## config.mk

```make
export PLATFORM = sky130hd
export DESIGN_NAME = fetch_stage
export DESIGN_NICKNAME = d
export VERILOG_FILES = /design/src/logic/rv_pkg.sv /design/src/logic/fetch_stage.sv
export SDC_FILE = /design/constraint.sdc
export NUM_CORES = 2
export LEC_CHECK = 0
export ABC_CLOCK_PERIOD_IN_PS = 5700
export BUFFER_PORTS_ARGS = -buffer_cell sky130_fd_sc_hd__buf_4
export CAP_MARGIN = 10
export CORE_ASPECT_RATIO = 0.6
export CORE_MARGIN = 4
export CORE_UTILIZATION = 35
export DETAILED_ROUTE_END_ITERATION = 7
export SYNTH_ARGS = -nofsm -noshare
export SYNTH_HDL_FRONTEND = slang
export SYNTH_SLANG_ARGS = --single-unit
```

## constraint.sdc

```tcl
create_clock -name clock -period 5.7 [get_ports clock]
set_clock_uncertainty 0.05 [all_clocks]
set_input_delay 1.14 -clock clock [delete_from_list [all_inputs] [get_ports clock]]
set_output_delay 1.14 -clock clock [all_outputs]
set_load 0.01 [all_outputs]
```

## src/logic/rv_pkg.sv

```systemverilog
//****************************************
// shared types for the rv64 pipeline core
// imported by every stage and the testbench
//****************************************
package rv_pkg;

  typedef logic [63:0] xlen_t;
  typedef logic [4:0]  reg_addr_t;

  typedef enum logic [6:0] {
    op_load   = 7'b0000011,
    op_imm    = 7'b0010011,
    op_store  = 7'b0100011,
    op_reg    = 7'b0110011,
    op_branch = 7'b1100011
  } opcode_t;

  typedef enum logic [2:0] {
    alu_add,
    alu_sub,
    alu_and,
    alu_or,
    alu_xor
  } alu_op_t;

  typedef struct packed {
    logic [6:0] funct7;
    reg_addr_t  rs2;
    reg_addr_t  rs1;
    logic [2:0] funct3;
    reg_addr_t  rd;
    opcode_t    opcode;
  } r_fmt_t;

  typedef struct packed {
    logic [11:0] imm;
    reg_addr_t   rs1;
    logic [2:0]  funct3;
    reg_addr_t   rd;
    opcode_t     opcode;
  } i_fmt_t;

  typedef struct packed {
    logic [6:0] imm_hi;
    reg_addr_t  rs2;
    reg_addr_t  rs1;
    logic [2:0] funct3;
    logic [4:0] imm_lo;
    opcode_t    opcode;
  } s_fmt_t;

  typedef struct packed {
    logic       imm12;
    logic [5:0] imm10_5;
    reg_addr_t  rs2;
    reg_addr_t  rs1;
    logic [2:0] funct3;
    logic [3:0] imm4_1;
    logic       imm11;
    opcode_t    opcode;
  } b_fmt_t;

  // one instruction word, four field layouts
  typedef union packed {
    r_fmt_t r_fmt;
    i_fmt_t i_fmt;
    s_fmt_t s_fmt;
    b_fmt_t b_fmt;
  } inst_u;

  typedef struct packed {
    logic      valid;
    xlen_t     pc;
    reg_addr_t rs1;
    reg_addr_t rs2;
    xlen_t     rs1_data;
    xlen_t     rs2_data;
    xlen_t     imm;
    alu_op_t   alu_op;
    logic      use_imm;
    logic      is_load;
    logic      is_store;
    logic      is_branch;
    logic      branch_ne;
    reg_addr_t rd;
    logic      reg_write;
  } id_ex_t;

  typedef struct packed {
    logic      valid;
    xlen_t     pc;
    xlen_t     result;
    xlen_t     store_data;
    logic      is_load;
    logic      is_store;
    reg_addr_t rd;
    logic      reg_write;
  } ex_mem_t;

  typedef struct packed {
    logic      valid;
    xlen_t     pc;
    xlen_t     data;
    reg_addr_t rd;
    logic      reg_write;
  } mem_wb_t;

  typedef struct packed {
    logic      valid;
    xlen_t     pc;
    reg_addr_t rd;
    logic      wen;
    xlen_t     data;
  } commit_t;

  // addi x0, x0, 0
  localparam inst_u nop_inst = 32'h0000_0013;

endpackage
```

## src/logic/fetch_stage.sv

```systemverilog
//****************************************
// fetch: pc, instruction memory and the
// fetch-to-decode register
//****************************************
`timescale 1ns/10ps

module fetch_stage import rv_pkg::*; #(
  parameter xlen_t PC_START   = 64'h0,
  parameter int    IMEM_DEPTH = 64
) (
  input  logic        clock,
  input  logic        reset,
  input  logic        stall,
  input  logic        redirect,
  input  xlen_t       redirect_pc,
  input  logic        imem_we,
  input  xlen_t       imem_addr,
  input  logic [31:0] imem_data,
  output inst_u       if_inst,
  output xlen_t       if_pc,
  output logic        if_valid
);

  localparam int IMEM_AW = $clog2(IMEM_DEPTH);

  logic [31:0]        imem [IMEM_DEPTH];
  xlen_t              pc;
  logic [IMEM_AW-1:0] fetch_idx;
  logic [IMEM_AW-1:0] load_idx;

  // both ports take byte addresses
  assign fetch_idx = pc[IMEM_AW+1:2];
  assign load_idx  = imem_addr[IMEM_AW+1:2];

  always_ff @(posedge clock) begin
    if (imem_we) begin
      imem[load_idx] <= imem_data;
    end
  end

  always_ff @(posedge clock) begin
    if (reset) begin
      pc <= PC_START;
    end else if (redirect) begin
      pc <= redirect_pc;
    end else if (!stall) begin
      pc <= pc + 64'd4;
    end
  end

  always_ff @(posedge clock) begin
    if (!stall) begin
      if_inst <= imem[fetch_idx];
      if_pc   <= pc;
    end
    // younger fetch dies on a taken branch
    if (reset || redirect) begin
      if_valid <= 1'b0;
    end else if (!stall) begin
      if_valid <= 1'b1;
    end
  end

endmodule

```

======== After elaboration in Yosys (flattened, before gate mapping) ========
Memories as Yosys holds them, arrays and structs flattened. A register that Yosys moved wholly into a read port is not among the register bits.
Cells that the tools add are included.
word-level totals
  register bits after elaboration ......... 129
  RAM bits ................................ 2,048
  bits of input ports ..................... 165
  logic and storage cells ................. 12
  memories kept ........................... 1
operators by class
  $add $sub $neg .......................... 1
  eq/ne operators ......................... 1
  multiplexer cells ....................... 4
  reductions and logical operators ........ 2
memory list
  name  words  width  read ports  clocked after Yosys merged registers in  write ports  line               source
  imem  64     32     1           1                                        1            fetch_stage.sv:26  logic [31:0] imem [IMEM_DEPTH];
operators with widths
  cell                                                                     count
  64-bit two-way mux                                                       2
  64-bit by 3-bit adder with 64-bit output, second input constant          1
  1-bit two-way mux                                                        2
  2-bit by 1-bit inequality test with 1-bit output, second input constant  1
  1-bit logical NOT                                                        1
  1-bit logical OR                                                         1

======== Logic depth before layout (Yosys ltp) ========
  word-level depth ........................ 3
  gate-level depth with buffers ........... 11
  mapped depth without buffers ............ 6

======== Worst setup path before layout ========
No wires, ideal clock.
  path kind ............................... input to register
  start point ............................. input imem_addr[7]
  end point ............................... memory imem[48][0] (enable)
  setup time .............................. 0.461 ns
  data arrival time ....................... 4.017 ns
  required time ........................... 5.189 ns
  slack ................................... 1.172 ns
  cell stages on the path ................. 4
  cell sequence ........................... clkbuf_1 > nand3_1 > or3_1 > nor3_1
RTL lines
  element      line               source
  from (decl)  fetch_stage.sv:17  input xlen_t imem_addr,
  to (decl)    fetch_stage.sv:26
Straight into the memory's write port.

==> flow_summary_export.csv <==
group,metric,value,unit
power,vdd_ir_drop_max,242,uV
yosys,synth_edf_count,2144,
die,die_x,644,um
die,initial_utilization,35.4,%
drt,post_drt_via_cell_ratio,5.55,
drt,drt_wl_total,233,mm
sta,clock.fmax,0.263,GHz
sta,rsz0062_at_grt,"false",
sta,period_minus_slack,3.80,ns
die,fp.dieArea,0.251,mm^2
worst_setup_path,crit_chain,"buf_12, buf_4, mux4_2, a221oi_1, nand2_1, a22o_1",
drt,ant_nets,0,
yosys,yosysSeqAreaShare,77.3,%
global_routing,grt_usage,18.0,%
placed_design,dpl_worst_slack,1.69,ns
layout,final_layout_size_suffix_gt1_share,22.8,%
placed_design,dp_hpwl,141,mm
die,io_pins,262,
worst_setup_path,required,6.24,ns
worst_setup_path,critical-path-max-stage-delay,0.99,ns
sta,setup_tns,0,ns
global_routing,grt.overflow.total,0,
worst_setup_path,path_class,"reg -> reg",
yosys,synthCells,4277,
cts,cts.clk_slew.worst_paths,0.07,ns
sta,finalHoldViolCount,0,
drt,drt-pass1-iter-count,6,
yosys,synthArstFlopShare,0,%
die,core-area,0.240,mm^2
drt,routedWlPerCell,29.2,um
sta,timing.final.crit_share,66.7,%
status,status,"finished, final reports clean",
yosys,synth_top_flop_cell,"edfxtp_1",
cts,root_buffer,"clkbuf_16",
global_routing,grt_max_degree,104,
sta,setup_violations,0,
cts,cts.sinks,2209,
drt,drcViolationCount,0,
cts,cts_tree,"built",
placed_design,gp_congestion,0.833,
worst_setup_path,r2r_cells,6,
layout,final_nets,4733,
die,fp-row-count,139,
yosys,synth_fp_nets,4443,
min_path,min_path_type,"reg -> reg",
cts,cts_made_buffers,197,
worst_setup_path,end_kind,"register",
drt,vias,44200,
worst_setup_path,worstPathArrival,4.34,ns
global_routing,antenna_found_initial,20,
worst_setup_path,critPathMaxFanout,56,
flow_run,maxCapViolCount,0,
yosys,syn_area,0.0850,mm^2
sta,finalWorstSetupSlack,1.90,ns
cts,clk_latency,0.86,ns
placed_design,port_buffers,203,
sta,worst_pin_slew,1.16,ns
global_routing,first_global_vias,42000,
yosys,ys_warn_count,0,
power,p_leak,29.6,nW
yosys,yosysUniqueCellTypes,54,
cts,cts_resized,0,
worst_setup_path,critical_path.startpoint_type,"register",
cts,clockBufferDepth,4,
cts,cts_max_level,4,
layout,syn2layout_area_growth,14.6,%
yosys,ys_seq_elements,2209,
sta,slew_viol_final,0,
power,p_per_area,341,mW/mm^2
min_path,holdPathStages,0,
worst_setup_path,critPathSlowestCell,"dfxtp_4",
yosys,avgSynthCellArea,19.9,um^2
cts,cts_setup_buffers,0,
global_routing,grt_pass1_wl,326,mm
drt,drtIter0Drc,5917,
sta,slew_headroom,22.6,%
die,die-height,390,um
cts,holdBufCountCts,0,
[where the power goes]
part / switching [W] / internal, W / total, W / leakage (nW)
logic: 0.00136 / 0.000767 / 0.00213 / 6.69
registers: 0.000142 / 0.0180 / 0.0182 / 19.9
clock network: 0.00582 / 0.00707 / 0.0129 / 2.95
total: 0.00732 / 0.0259 / 0.0332 / 29.6
[path summary, 6_finish.rpt]
| path | from | to | slack (ns) |
|---|---|---|---|
| setup reg to reg | pc[3] | if_inst[10] | 1.90 |
| hold / removal | pc[0] | if_pc[0] | 0.39 |
| hold reg to reg | pc[0] | if_pc[0] | 0.39 |
| setup / recovery | pc[3] | if_inst[10] | 1.90 |
[cells in the mapped netlist (36+ instances only)]
master       n  area share [%]
edfxtp_1  2144              76
mux4_2     364             9.6
a221oi_1    58            0.60
buf_1       40            0.18
nand2_1    131            0.58
dfxtp_1     65             1.5
mux2i_1    332             3.9
a22oi_1    146             1.3
nand4_1     36            0.27
buf_2       66            0.39
nand3_1     55            0.32
o21ai_0     90            0.53
clkbuf_1   147            0.65
nor2_1     149            0.66
a21oi_1    117            0.69
[metal layers]
metal	GRT usage, %	wire, um	vias up
li1	-	-	18300
met2	24.8	98000	2099
met4	3.37	4010	6
met5	0	38	-
met3	4.27	23300	281
met1	28.8	107000	23500
[registers in the layout, indices dropped and copies added, names as in the netlist]
| name | flops |
|---|---|
| pc | 64 |
| if_inst | 32 |
| imem | 2048 |
| if_valid | 1 |
| if_pc | 64 |
[cells by family after synthesis]
family	count (synthesis)	share of synthesized area, %
flip-flops	2209	77.3
multiplexers	708	13.7
AO/OA/AOI/OAI	550	4.41
AND/OR/NAND/NOR	511	2.92
buffers and inverters	261	1.25
XOR/XNOR	37	0.381
adder cells (fa/ha/maj)	1	0.0147
[layout by cell type, fill, tap and decap left out, types with 28 or more instances in the layout]
cell type / n
nor2_4: 63
edfxtp_1: 2144
a21oi_1: 117
clkbuf_1: 42
o21ai_0: 90
a221oi_1: 58
mux2i_1: 332
clkinv_2: 32
a211oi_1: 29
buf_4: 331
nand2_1: 131
a22o_1: 30
clkinv_1: 41
nor3_1: 28
nand4_1: 36
clkbuf_16: 200
dfxtp_1: 60
nand3_1: 55
a22oi_1: 146
nor2_1: 84
mux4_2: 364
[final cells by class]
class                   count  area [um^2]
clock buffers             244         5190
fillers                 21200       143000
multi-input cells        1807        18700
well taps                3243         4060
clock inverters            99          837
flip-flops and latches   2209        65700
diodes                      7         17.5
repair buffers            345         2770
inverters                   7         30.0
[critical path: cells and delay by family, from the launching register on]
family | cells | cell delay (ns)
mux | 1 | 0.37
simple gates | 1 | 0.22
flops | 1 | 0.99
compound gates | 2 | 0.93
buf+inv | 2 | 0.92
[through the flow]
step                instances  area, um^2  hold WS [ns]  power (W)  utilization [%]
CTS                      7954       97300         0.385     0.0334             40.5
global route             7956       97300         0.396     0.0343             40.5
detailed placement       7611       91300         0.369     0.0207             38.0
floorplan                4277       85000         0.353     0.0196                -
global placement         7611       91300         0.365     0.0206             38.0
finish                   7961       97300         0.388     0.0332             40.5
No activity file was read; power rests on OpenSTA's default activity.
