## config.mk

```make
export PLATFORM = sky130hd
export DESIGN_NAME = execute_stage
export DESIGN_NICKNAME = d
export VERILOG_FILES = /design/src/logic/rv_pkg.sv /design/src/logic/execute_stage.sv
export SDC_FILE = /design/constraint.sdc
export NUM_CORES = 1
export LEC_CHECK = 0
export BUFFER_PORTS_ARGS = -buffer_cell sky130_fd_sc_hd__buf_2
export CORE_AREA = 2 2 269 271
export CTS_BUF_LIST = sky130_fd_sc_hd__clkbuf_8
export CTS_CLUSTER_DIAMETER = 100
export CTS_CLUSTER_SIZE = 14
export DETAILED_ROUTE_END_ITERATION = 16
export DIE_AREA = 0 0 271 273
export HOLD_SLACK_MARGIN = 0.02
export SYNTH_ARGS = -nofsm -noshare
export SYNTH_HDL_FRONTEND = slang
export SYNTH_SLANG_ARGS = --single-unit
```

## constraint.sdc

```tcl
create_clock -name clock -period 8.85 [get_ports clock]
set_clock_uncertainty 0.05 [all_clocks]
set_input_delay 0.4425 -clock clock [delete_from_list [all_inputs] [get_ports clock]]
set_output_delay 0.4425 -clock clock [all_outputs]
set_load 0.01 [all_outputs]
```

## src/logic/rv_pkg.sv

```systemverilog
//****************************************
// shared types for the rv64 pipeline core
// imported by every stage and the testbench
//****************************************
package rv_pkg;

  typedef logic [63:0] xlen_t;
  typedef logic [4:0]  reg_addr_t;

  typedef enum logic [6:0] {
    op_load   = 7'b0000011,
    op_imm    = 7'b0010011,
    op_store  = 7'b0100011,
    op_reg    = 7'b0110011,
    op_branch = 7'b1100011
  } opcode_t;

  typedef enum logic [2:0] {
    alu_add,
    alu_sub,
    alu_and,
    alu_or,
    alu_xor
  } alu_op_t;

  typedef struct packed {
    logic [6:0] funct7;
    reg_addr_t  rs2;
    reg_addr_t  rs1;
    logic [2:0] funct3;
    reg_addr_t  rd;
    opcode_t    opcode;
  } r_fmt_t;

  typedef struct packed {
    logic [11:0] imm;
    reg_addr_t   rs1;
    logic [2:0]  funct3;
    reg_addr_t   rd;
    opcode_t     opcode;
  } i_fmt_t;

  typedef struct packed {
    logic [6:0] imm_hi;
    reg_addr_t  rs2;
    reg_addr_t  rs1;
    logic [2:0] funct3;
    logic [4:0] imm_lo;
    opcode_t    opcode;
  } s_fmt_t;

  typedef struct packed {
    logic       imm12;
    logic [5:0] imm10_5;
    reg_addr_t  rs2;
    reg_addr_t  rs1;
    logic [2:0] funct3;
    logic [3:0] imm4_1;
    logic       imm11;
    opcode_t    opcode;
  } b_fmt_t;

  // one instruction word, four field layouts
  typedef union packed {
    r_fmt_t r_fmt;
    i_fmt_t i_fmt;
    s_fmt_t s_fmt;
    b_fmt_t b_fmt;
  } inst_u;

  typedef struct packed {
    logic      valid;
    xlen_t     pc;
    reg_addr_t rs1;
    reg_addr_t rs2;
    xlen_t     rs1_data;
    xlen_t     rs2_data;
    xlen_t     imm;
    alu_op_t   alu_op;
    logic      use_imm;
    logic      is_load;
    logic      is_store;
    logic      is_branch;
    logic      branch_ne;
    reg_addr_t rd;
    logic      reg_write;
  } id_ex_t;

  typedef struct packed {
    logic      valid;
    xlen_t     pc;
    xlen_t     result;
    xlen_t     store_data;
    logic      is_load;
    logic      is_store;
    reg_addr_t rd;
    logic      reg_write;
  } ex_mem_t;

  typedef struct packed {
    logic      valid;
    xlen_t     pc;
    xlen_t     data;
    reg_addr_t rd;
    logic      reg_write;
  } mem_wb_t;

  typedef struct packed {
    logic      valid;
    xlen_t     pc;
    reg_addr_t rd;
    logic      wen;
    xlen_t     data;
  } commit_t;

  // addi x0, x0, 0
  localparam inst_u nop_inst = 32'h0000_0013;

endpackage
```

## src/logic/execute_stage.sv

```systemverilog
//****************************************
// execute: forwarding, alu, branch compare
// and the ex/mem register
//****************************************
`timescale 1ns/10ps

module execute_stage import rv_pkg::*; (
  input  logic    clock,
  input  logic    reset,
  input  id_ex_t  id_ex,
  input  mem_wb_t wb,
  output logic    redirect,
  output xlen_t   redirect_pc,
  output ex_mem_t ex_mem
);

  xlen_t op_a;
  xlen_t rs2_val;
  xlen_t alu_b;
  xlen_t alu_res;
  logic  operands_eq;

  // memory stage first, then writeback, then the decode-time read
  function automatic xlen_t fwd(
    input reg_addr_t rs,
    input xlen_t     rf_data,
    input ex_mem_t   mem_src,
    input mem_wb_t   wb_src
  );
    xlen_t val;
    val = rf_data;
    if (rs != '0) begin
      if (mem_src.valid && mem_src.reg_write && mem_src.rd == rs) begin
        val = mem_src.result;
      end else if (wb_src.valid && wb_src.reg_write && wb_src.rd == rs) begin
        val = wb_src.data;
      end
    end
    return val;
  endfunction

  assign op_a    = fwd(id_ex.rs1, id_ex.rs1_data, ex_mem, wb);
  assign rs2_val = fwd(id_ex.rs2, id_ex.rs2_data, ex_mem, wb);
  assign alu_b   = id_ex.use_imm ? id_ex.imm : rs2_val;

  always_comb begin
    case (id_ex.alu_op)
      alu_sub: alu_res = op_a - alu_b;
      alu_and: alu_res = op_a & alu_b;
      alu_or:  alu_res = op_a | alu_b;
      alu_xor: alu_res = op_a ^ alu_b;
      default: alu_res = op_a + alu_b;
    endcase
  end

  // beq takes on equal, bne on not equal
  assign operands_eq = (op_a == rs2_val);
  assign redirect    = id_ex.valid && id_ex.is_branch &&
                       (operands_eq != id_ex.branch_ne);
  assign redirect_pc = id_ex.pc + id_ex.imm;

  always_ff @(posedge clock) begin
    ex_mem.pc         <= id_ex.pc;
    ex_mem.result     <= alu_res;
    ex_mem.store_data <= rs2_val;
    ex_mem.is_load    <= id_ex.is_load;
    ex_mem.is_store   <= id_ex.is_store;
    ex_mem.rd         <= id_ex.rd;
    ex_mem.reg_write  <= id_ex.reg_write;
    if (reset) begin
      ex_mem.valid <= 1'b0;
    end else begin
      ex_mem.valid <= id_ex.valid;
    end
  end

endmodule

```

* Word level (Yosys, flattened, before mapping) *
Cells that the tools add are included.

word-level totals
  register bits = 201
  input port bits = 418
  output and inout bits = 266
  word-level logic and storage cells = 42

operators by class
  add/subtract/negate cells = 3
  equal/unequal tests = 10
  mux-type cells = 8
  bitwise gates (word level) = 3
  reductions and logical operators = 10

operators with widths
  cell                                           number
  2-to-1 mux 64 bit                              7
  case mux 64 bit (4 select lines)               1
  adder 64 bit                                   2
  bitwise AND 64 bit                             1
  == test 64 bit                                 1
  OR 64 bit                                      1
  subtractor 64 bit                              1
  bitwise XOR 64 bit                             1
  == test 5 bit                                  4
  nonzero test 5 bit                             2
  logical AND 1 bit                              8
  == test 3 x 2 -> 1 bit, second input constant  2
  == test 3 x 1 -> 1 bit, second input constant  1
  == test 3 bit, second input constant           1
  != test 1 bit                                  1

* Logic depth before layout (Yosys ltp) *
Gate-level depths: netlist of the first run.

  word-level depth = 8
  depth in mapped cells = 29

* Worst setup path after synthesis of the first run *
Ideal clock, no wire load.

  path kind = input to register
  start = input id_ex[208] in the netlist's numbering
  end = register ex_mem[134] in the netlist's numbering
  library setup time = 0.126 ns
  arrival = 5.598 ns
  required time = 8.674 ns
  path slack = 3.076 ns
  stages on the path = 29
  path through = xnor2_1 > and4_1 > buf_4 > nand2_4 > buf_6 > buf_6 > buf_2 > o211ai_1 > a21oi_1 > or3_1 > nor3_1 > nand4b_2 > nor4_4 > nand3_2 > nand2_1 > xnor2_1 > ha_1 > a21o_1 > a21o_1 > a21o_1 > a21oi_1 > nor2b_1 > or3b_2 > a311o_1 > a31o_2 > a41oi_1 > o31a_1 > or4_1 > nand3_1

between the ends
  cells in the longest elaborated chain, start to end = 8
  elaborated cells on any way between the ends = 15

ends and longest elaborated chain
  item                                        RTL line             RTL
  from (decl)                                 execute_stage.sv:10  input id_ex_t id_ex,
  == test 5 bit                               execute_stage.sv:35  end else if (wb_src.valid && wb_src.reg_write && wb_src.rd == rs) begin
  logical AND 1 bit                           execute_stage.sv:35
  2-to-1 mux 64 bit                           execute_stage.sv:35
  2-to-1 mux 64 bit                           execute_stage.sv:33  if (mem_src.valid && mem_src.reg_write && mem_src.rd == rs) begin
  2-to-1 mux 64 bit (*)                       execute_stage.sv:32  if (rs != '0) begin
  2-to-1 mux 64 bit (*)                       execute_stage.sv:44  assign alu_b = id_ex.use_imm ? id_ex.imm : rs2_val;
  adder 64 bit, or another cell as far along  execute_stage.sv:52  default: alu_res = op_a + alu_b;
  case mux 64 bit (4 select lines) (*)        execute_stage.sv:47  case (id_ex.alu_op)
  net alu_res[62]                             execute_stage.sv:20  xlen_t alu_res;
  to (decl)                                   execute_stage.sv:14  output ex_mem_t ex_mem

Mark *: on every way through the listed nets, which the timed path passes. The rest lies on a longest branch.
A chain may end at the register's enable or synchronous reset.

* Worst setup path in the final report of the first run *
  start = register ex_mem[1] in the netlist's numbering
  end = register ex_mem[131] in the netlist's numbering

between the ends
  cells in the longest elaborated chain, start to end = 7
  elaborated cells on any way between the ends = 15

ends and longest elaborated chain
  item                                        RTL line
  == test 5 bit                               execute_stage.sv:33
  logical AND 1 bit                           execute_stage.sv:33
  2-to-1 mux 64 bit                           execute_stage.sv:33
  2-to-1 mux 64 bit                           execute_stage.sv:32
  2-to-1 mux 64 bit                           execute_stage.sv:44
  adder 64 bit, or another cell as far along  execute_stage.sv:52
  case mux 64 bit (4 select lines) (*)        execute_stage.sv:47
  net alu_res[59]                             execute_stage.sv:20

Marked as above.

==> run summary, run 1 <==
run status -> complete, no violations
Total Power -> 3.79 mW
RSZ-0062 raised after global routing -> no
Critical Path Source Type -> flip-flop
Routed Wire Length -> 120 mm
slew at the pin closest to its max-slew limit -> 1.10 ns
Top Registers -> ex_mem (201)
crit path kind -> flip-flop to flip-flop
number of core rows -> 98
Synth Flop Type -> dfxtp_1
Congestion Overflow GR -> 0
max FFs per register -> 201
DP Cell Count -> 4196
Die Width -> 271 um
IO buf count -> 619
largest net degree at the start of global routing -> 55
Pre-Repair DR Iteration Count -> 5
Crit path required time -> 9.32 ns
share of cells above drive strength 1 -> 23.6%
Crit Path Max Fanout -> 20
Sw Pwr -> 1.71 mW
number of buffers created by CTS -> 22
Max clock buf depth -> 3
top-count cell post-synth -> ha_1
# setup viols final -> 0
asr flop ratio synth -> 0%
Final Util -> 37.2%
Fin. Hold Viols -> 0
wire per inst -> 27.6 um
max_cap viols -> 0
Netlist Area Pre-Place -> 0.0209 mm2
Sink Count -> 201
fin cells -> 4324
Worst setup EP type -> flip-flop
Synth Net Count -> 3368
IO Pins -> 684
die area -> 0.0740 mm2
Placer Congestion -> 0.984
flops & latches, synth -> 201
largest reg by FF count -> ex_mem
filler instances -> 7649
CTS tree -> done
crit share post-route -> 86.9%
Logic pwr share -> 49.8%
Post-synth top cells -> 255 x ha_1, 246 x a21oi_1, 219 x inv_1, 212 x xnor2_1, 201 x dfxtp_1
setup tns final -> 0 ns
Fin Hold WS -> 0.0684 ns
initial DRC count -> 2520
number of flops mapped to enable cells by yosys -> 0
Power Density -> 143 mW/mm2
minimum clock period -> 7.69 ns
VDD IR-drop max -> 89.3 uV
die height -> 273 um
Pint -> 2.08 mW
Clk pwr share -> 20.2%
CTS Root Cell -> clkbuf_8
sw frac -> 45.1%
Max Slew Vio Count -> 0
Vias -> 24200
post-synth cell types -> 100
Sequential Power Share -> 29.9%
largest cells by area after synthesis -> dfxtp_1 19%, ha_1 15%, xnor2_1 8.9%, a21oi_1 5.9%, inv_1 3.9%
routed vias/inst -> 5.60
maximum clock frequency -> 130 MHz
Post-Syn Area per Cell -> 7.77 um2
post-CTS sizing -> 0
GRT Total Usage -> 30.6%
Syn. warnings -> 0
register area share after synthesis -> 19.2%
Worst Hold Class -> input pin to flip-flop
clk slew on worst S/H paths -> 0.10 ns
first-pass GRT wire length -> 165 mm
Initial Util -> 29.5%
H-tree levels -> 1
Worst slew margin -> 26.0%
Post-Synthesis Cells -> 2693
initial antenna violation count -> 34
ANT nets after route -> 0
Yosys top cell by area -> dfxtp_1
LEAKAGE -> 12.4 nW
vias in the first global route -> 23300
Final nets -> 4023
area share of the largest cell type after synthesis -> 19.2%
Worst-Skew Late Latency -> 0.64 ns
DR DRC count -> 0
dpl hpwl -> 97.5 mm
core area -> 0.0710 mm2
P&R area growth vs syn -> 26.4%
WP data arrival -> 8.15 ns
[path summary, 6_finish.rpt]
path | start | depth (start not counted) | to | slack, ns
max | ex_mem[1]$_DFF_P_ | 25 | ex_mem[131]$_DFF_P_ | 1.16
min | id_ex[108] | 2 | ex_mem[38]$_DFF_P_ | 0.07
max reg2reg | ex_mem[1]$_DFF_P_ | 25 | ex_mem[131]$_DFF_P_ | 1.16
min reg2reg | ex_mem[102]$_DFF_P_ | 2 | ex_mem[38]$_DFF_P_ | 0.61
[layout make-up]
class                           instances  area (um2)  area share (%)
Antenna cell                           13        32.5           0.123
Sequential cell                       201        4020            15.2
Clock buffer                           24         330            1.25
Tap cell                              950        1190            4.50
Multi-Input combinational cell       2130       15500            58.5
Inverter                              226         848            3.21
Timing Repair Buffer                  767        4420            16.7
Clock inverter                         13         140           0.530
[what timing repair did]
item	4_1_cts	5_1_grt
buffers inserted	0	0
endpoints found under the hold margin	78	0
hold buffers	78	0
[per-layer routing]
metal / track usage, % / share of wire [%] / vias up
met5: 0 / 0.11 / -
met4: 12.4 / 4.6 / 20
met3: 5.44 / 8.9 / 208
met2: 51.2 / 46 / 1314
met1: 38.9 / 40 / 11500
li1: - / - / 11100
[through the flow]
step,cell area (um2),worst slack (ns)
global route,26400,0.864
global placement,25200,1.26
detailed placement,25200,1.20
CTS,26400,1.38
floorplan,20900,3.08
finish,26400,1.16
[power by group through the flow]
stage               clock (mW)  combinational [mW]  sequential [mW]
floorplan                    0                1.02             1.18
global placement             0                1.83             1.15
detailed placement           0                1.83             1.15
CTS                      0.781                1.87             1.13
global route             0.806                2.03             1.14
finish                   0.766                1.89             1.14
[worst max-delay path, stage by stage, from the launching register on]
cell and delay [ns]:
dfxtp_1 0.36, xnor2_1 0.38, and3_1 0.52, nand2_4 0.32, o22a_1 0.30, o22ai_1 0.26, nand4_1 0.26, a211oi_4 0.60
nand2_1 0.25, or3_1 0.54, nor3_2 0.29, a21oi_1 0.15, xnor2_1 0.14, ha_1 0.40, a21oi_1 0.23, o21ai_0 0.18
a21oi_1 0.17, o21ai_0 0.12, a31oi_1 0.34, a211oi_1 0.18, nor3_1 0.33, o21ai_0 0.32, a221o_1 0.45, a21oi_1 0.19
xor2_1 0.15, o21ai_0 0.09
[cell families (layout without fill, tap and decap cells)]
| family | count (synthesis) | count (layout) | synth area share, % |
|---|---|---|---|
| AOI/OAI and AO/OA | 926 | 926 | 30.0 |
| adders and majority gates | 257 | 257 | 15.4 |
| other | 0 | 13 | 0 |
| DFF | 201 | 201 | 19.2 |
| muxes | 41 | 41 | 1.98 |
| buffers and inverters | 362 | 1030 | 6.94 |
| xor gates and xnor gates | 265 | 265 | 11.1 |
| and+or+nand+nor | 641 | 641 | 15.3 |
[cell usage in the layout, fill, tap and decap left out, types with 9 or more instances in the layout]
cell type	synthesis	final
nand2b_1	27	26
xnor2_1	212	212
a21o_1	85	85
or3_1	11	11
mux2i_1	40	40
o31ai_1	11	11
ha_1	255	255
a21oi_1	246	246
nor2b_1	14	14
clkbuf_8	0	24
a41oi_1	9	9
buf_2	20	617
and4_1	12	12
a2bb2oi_1	17	17
o221ai_1	27	27
a31oi_1	28	28
o21ai_1	12	12
nand4_1	34	34
o21ai_0	106	106
a22oi_1	16	16
a211oi_1	26	26
o21a_1	25	24
nor4_1	25	25
dfxtp_1	201	201
and2_1	23	21
nor2_1	181	181
dlygate4sd3_1	0	78
buf_4	2	71
nand3_1	47	47
o2111ai_1	14	14
o22a_1	59	59
inv_1	219	221
diode_2	0	13
o21bai_1	22	22
nor3_1	34	34
xor2_1	53	53
o22ai_1	116	116
nand2_1	172	171
and3_1	21	21
o211ai_1	14	14
No activity file was read; power rests on OpenSTA's default activity.
==> run 2: changes to the inputs <==
--- a/constraint.sdc
+++ b/constraint.sdc
@@ -3,3 +3,3 @@
 set_input_delay 0.4425 -clock clock [delete_from_list [all_inputs] [get_ports clock]]
 set_output_delay 0.4425 -clock clock [all_outputs]
-set_load 0.01 [all_outputs]
+set_load 0.1 [all_outputs]
==> run summary, run 2 (synthesis results as in run 1) <==
run status -> complete, no violations
WP data arrival -> 8.09 ns
VDD IR-drop max -> 211 uV
wire per inst -> 27.7 um
max_cap viols -> 0
Routed Wire Length -> 120 mm
Fin Hold WS -> 0.0722 ns
RSZ-0062 raised after global routing -> no
CP max-delay cell -> and4_1
Congestion Overflow GR -> 0
Critical Path Source Type -> flip-flop
ANT nets after route -> 0
commonest cells after routing, fill and taps aside -> 617 x buf_2, 255 x ha_1, 246 x a21oi_1
number of buffers created by CTS -> 21
Placer Congestion -> 0.984
LEAKAGE -> 12.3 nW
Worst slew margin -> 27.6%
most common cell after layout, fill and taps aside -> buf_2
Die Width -> 271 um
CP delay by family, top -> compound AO/OA/AOI/OAI gates
H-tree levels -> 1
maximum clock frequency -> 131 MHz
IO buf count -> 619
Vias -> 24200
Reg2Reg Launch Point -> ex_mem[4]$_DFF_P_
number of core rows -> 98
filler instances -> 7631
die area -> 0.0740 mm2
Max Slew Vio Count -> 0
multi-input logic area -> 0.0155 mm2
setup bufs post-CTS -> 0
first-pass GRT wire length -> 165 mm
setup tns final -> 0 ns
minimum clock period -> 7.63 ns
GRT Total Usage -> 30.6%
Top Registers -> ex_mem (201)
Final nets -> 4023
Worst setup EP type -> flip-flop
Fin. Hold Viols -> 0
Max clock buf depth -> 3
Setup WS post-layout -> 1.22 ns
Worst-Skew Late Latency -> 0.64 ns
die height -> 273 um
buffers and inverters on the worst path -> 0
dpl hpwl -> 97.4 mm
Crit Path Max Fanout -> 20
setup slack at placement -> 1.23 ns
hold path startpoint -> id_ex[105]
share of cells above drive strength 1 -> 23.6%
initial antenna violation count -> 32
# setup viols final -> 0
Pre-Repair DR Iteration Count -> 5
core area -> 0.0710 mm2
IO Pins -> 684
flip-flop and latch area -> 0.00402 mm2
largest reg by FF count -> ex_mem
routed vias/inst -> 5.60
crit share post-route -> 86.2%
Setup crit start -> ex_mem[4]$_DFF_P_
Post-DP Area -> 0.0252 mm2
clk slew on worst S/H paths -> 0.10 ns
P&R area growth vs syn -> 26.0%
slew at the pin closest to its max-slew limit -> 1.08 ns
Crit path required time -> 9.32 ns
DR DRC count -> 0
Max stage delay on crit path -> 0.58 ns
max FFs per register -> 201
Worst Hold Class -> input pin to flip-flop
initial DRC count -> 2468
Sink Count -> 201
Initial Util -> 29.5%
crit path kind -> flip-flop to flip-flop
largest net degree at the start of global routing -> 55
CTS Root Cell -> clkbuf_8
Power Density -> 192 mW/mm2
CTS tree -> done
vias in the first global route -> 22900
Final Instance Area -> 0.0264 mm2
==> run 2: changes by cell type in the layout (fill, tap and decap cells not counted), sizes merged <==
cell	change
clkbuf	-2
buf	+2
diode	+1
dlygate4sd3	-1
clkinv	-3
bufinv	-1
==> run 2: worst reg2reg max path: cells and delay by family, from the launching register on <==
family	cells	cell delay, ns
XOR/XNOR	3	0.57
flip-flops	1	0.37
adder cells (fa/ha/maj)	1	0.40
AO/OA/AOI/OAI	14	3.56
AND/OR/NAND/NOR	7	2.58
==> run 2: area by class of cell <==
type,count,area share [%]
Tap cell,950,4.51
Clock inverter,9,0.351
Sequential cell,201,15.3
Inverter,226,3.22
Multi-Input combinational cell,2130,58.6
Timing Repair Buffer,768,16.7
Clock buffer,22,1.15
Antenna cell,14,0.133
==> run 2: worst paths after layout <==
kind / to / slack (ns) / depth (start not counted)
worst max-delay path: ex_mem[131]$_DFF_P_ / 1.22 / 25
worst max register to register: ex_mem[131]$_DFF_P_ / 1.22 / 25
worst min register to register: ex_mem[38]$_DFF_P_ / 0.61 / 2
worst min-delay path: ex_mem[35]$_DFF_P_ / 0.07 / 3
==> run 2: timing repair <==
action / in CTS / in global routing
hold buffers: 77 / 0
hold endpoints to repair: 77 / 0
resized for setup: 0 / 0
==> run 2: routing by layer <==
layer	share of wire, %	vias up	wire length (um)	global-route usage [%]
met2	46	1336	54900	51.2
met4	4.8	20	5740	12.4
met5	0.11	-	130	0
met1	41	11500	48600	38.8
met3	8.7	243	10400	5.49
li1	-	11100	-	-
==> run 2: metrics by stage <==
step	utilization, %	total power [mW]	instances
global route	37.1	5.24	4310
finish	37.1	5.05	4320
CTS	37.1	5.04	4306
floorplan	-	3.51	2693
detailed placement	35.4	4.29	4198
global placement	35.4	4.29	4198
==> run 2: report_power, final <==
group | switching [mW] | internal (mW)
clock network | 0.449 | 0.266
registers | 0.105 | 1.03
logic | 2.47 | 0.730
total | 3.02 | 2.03
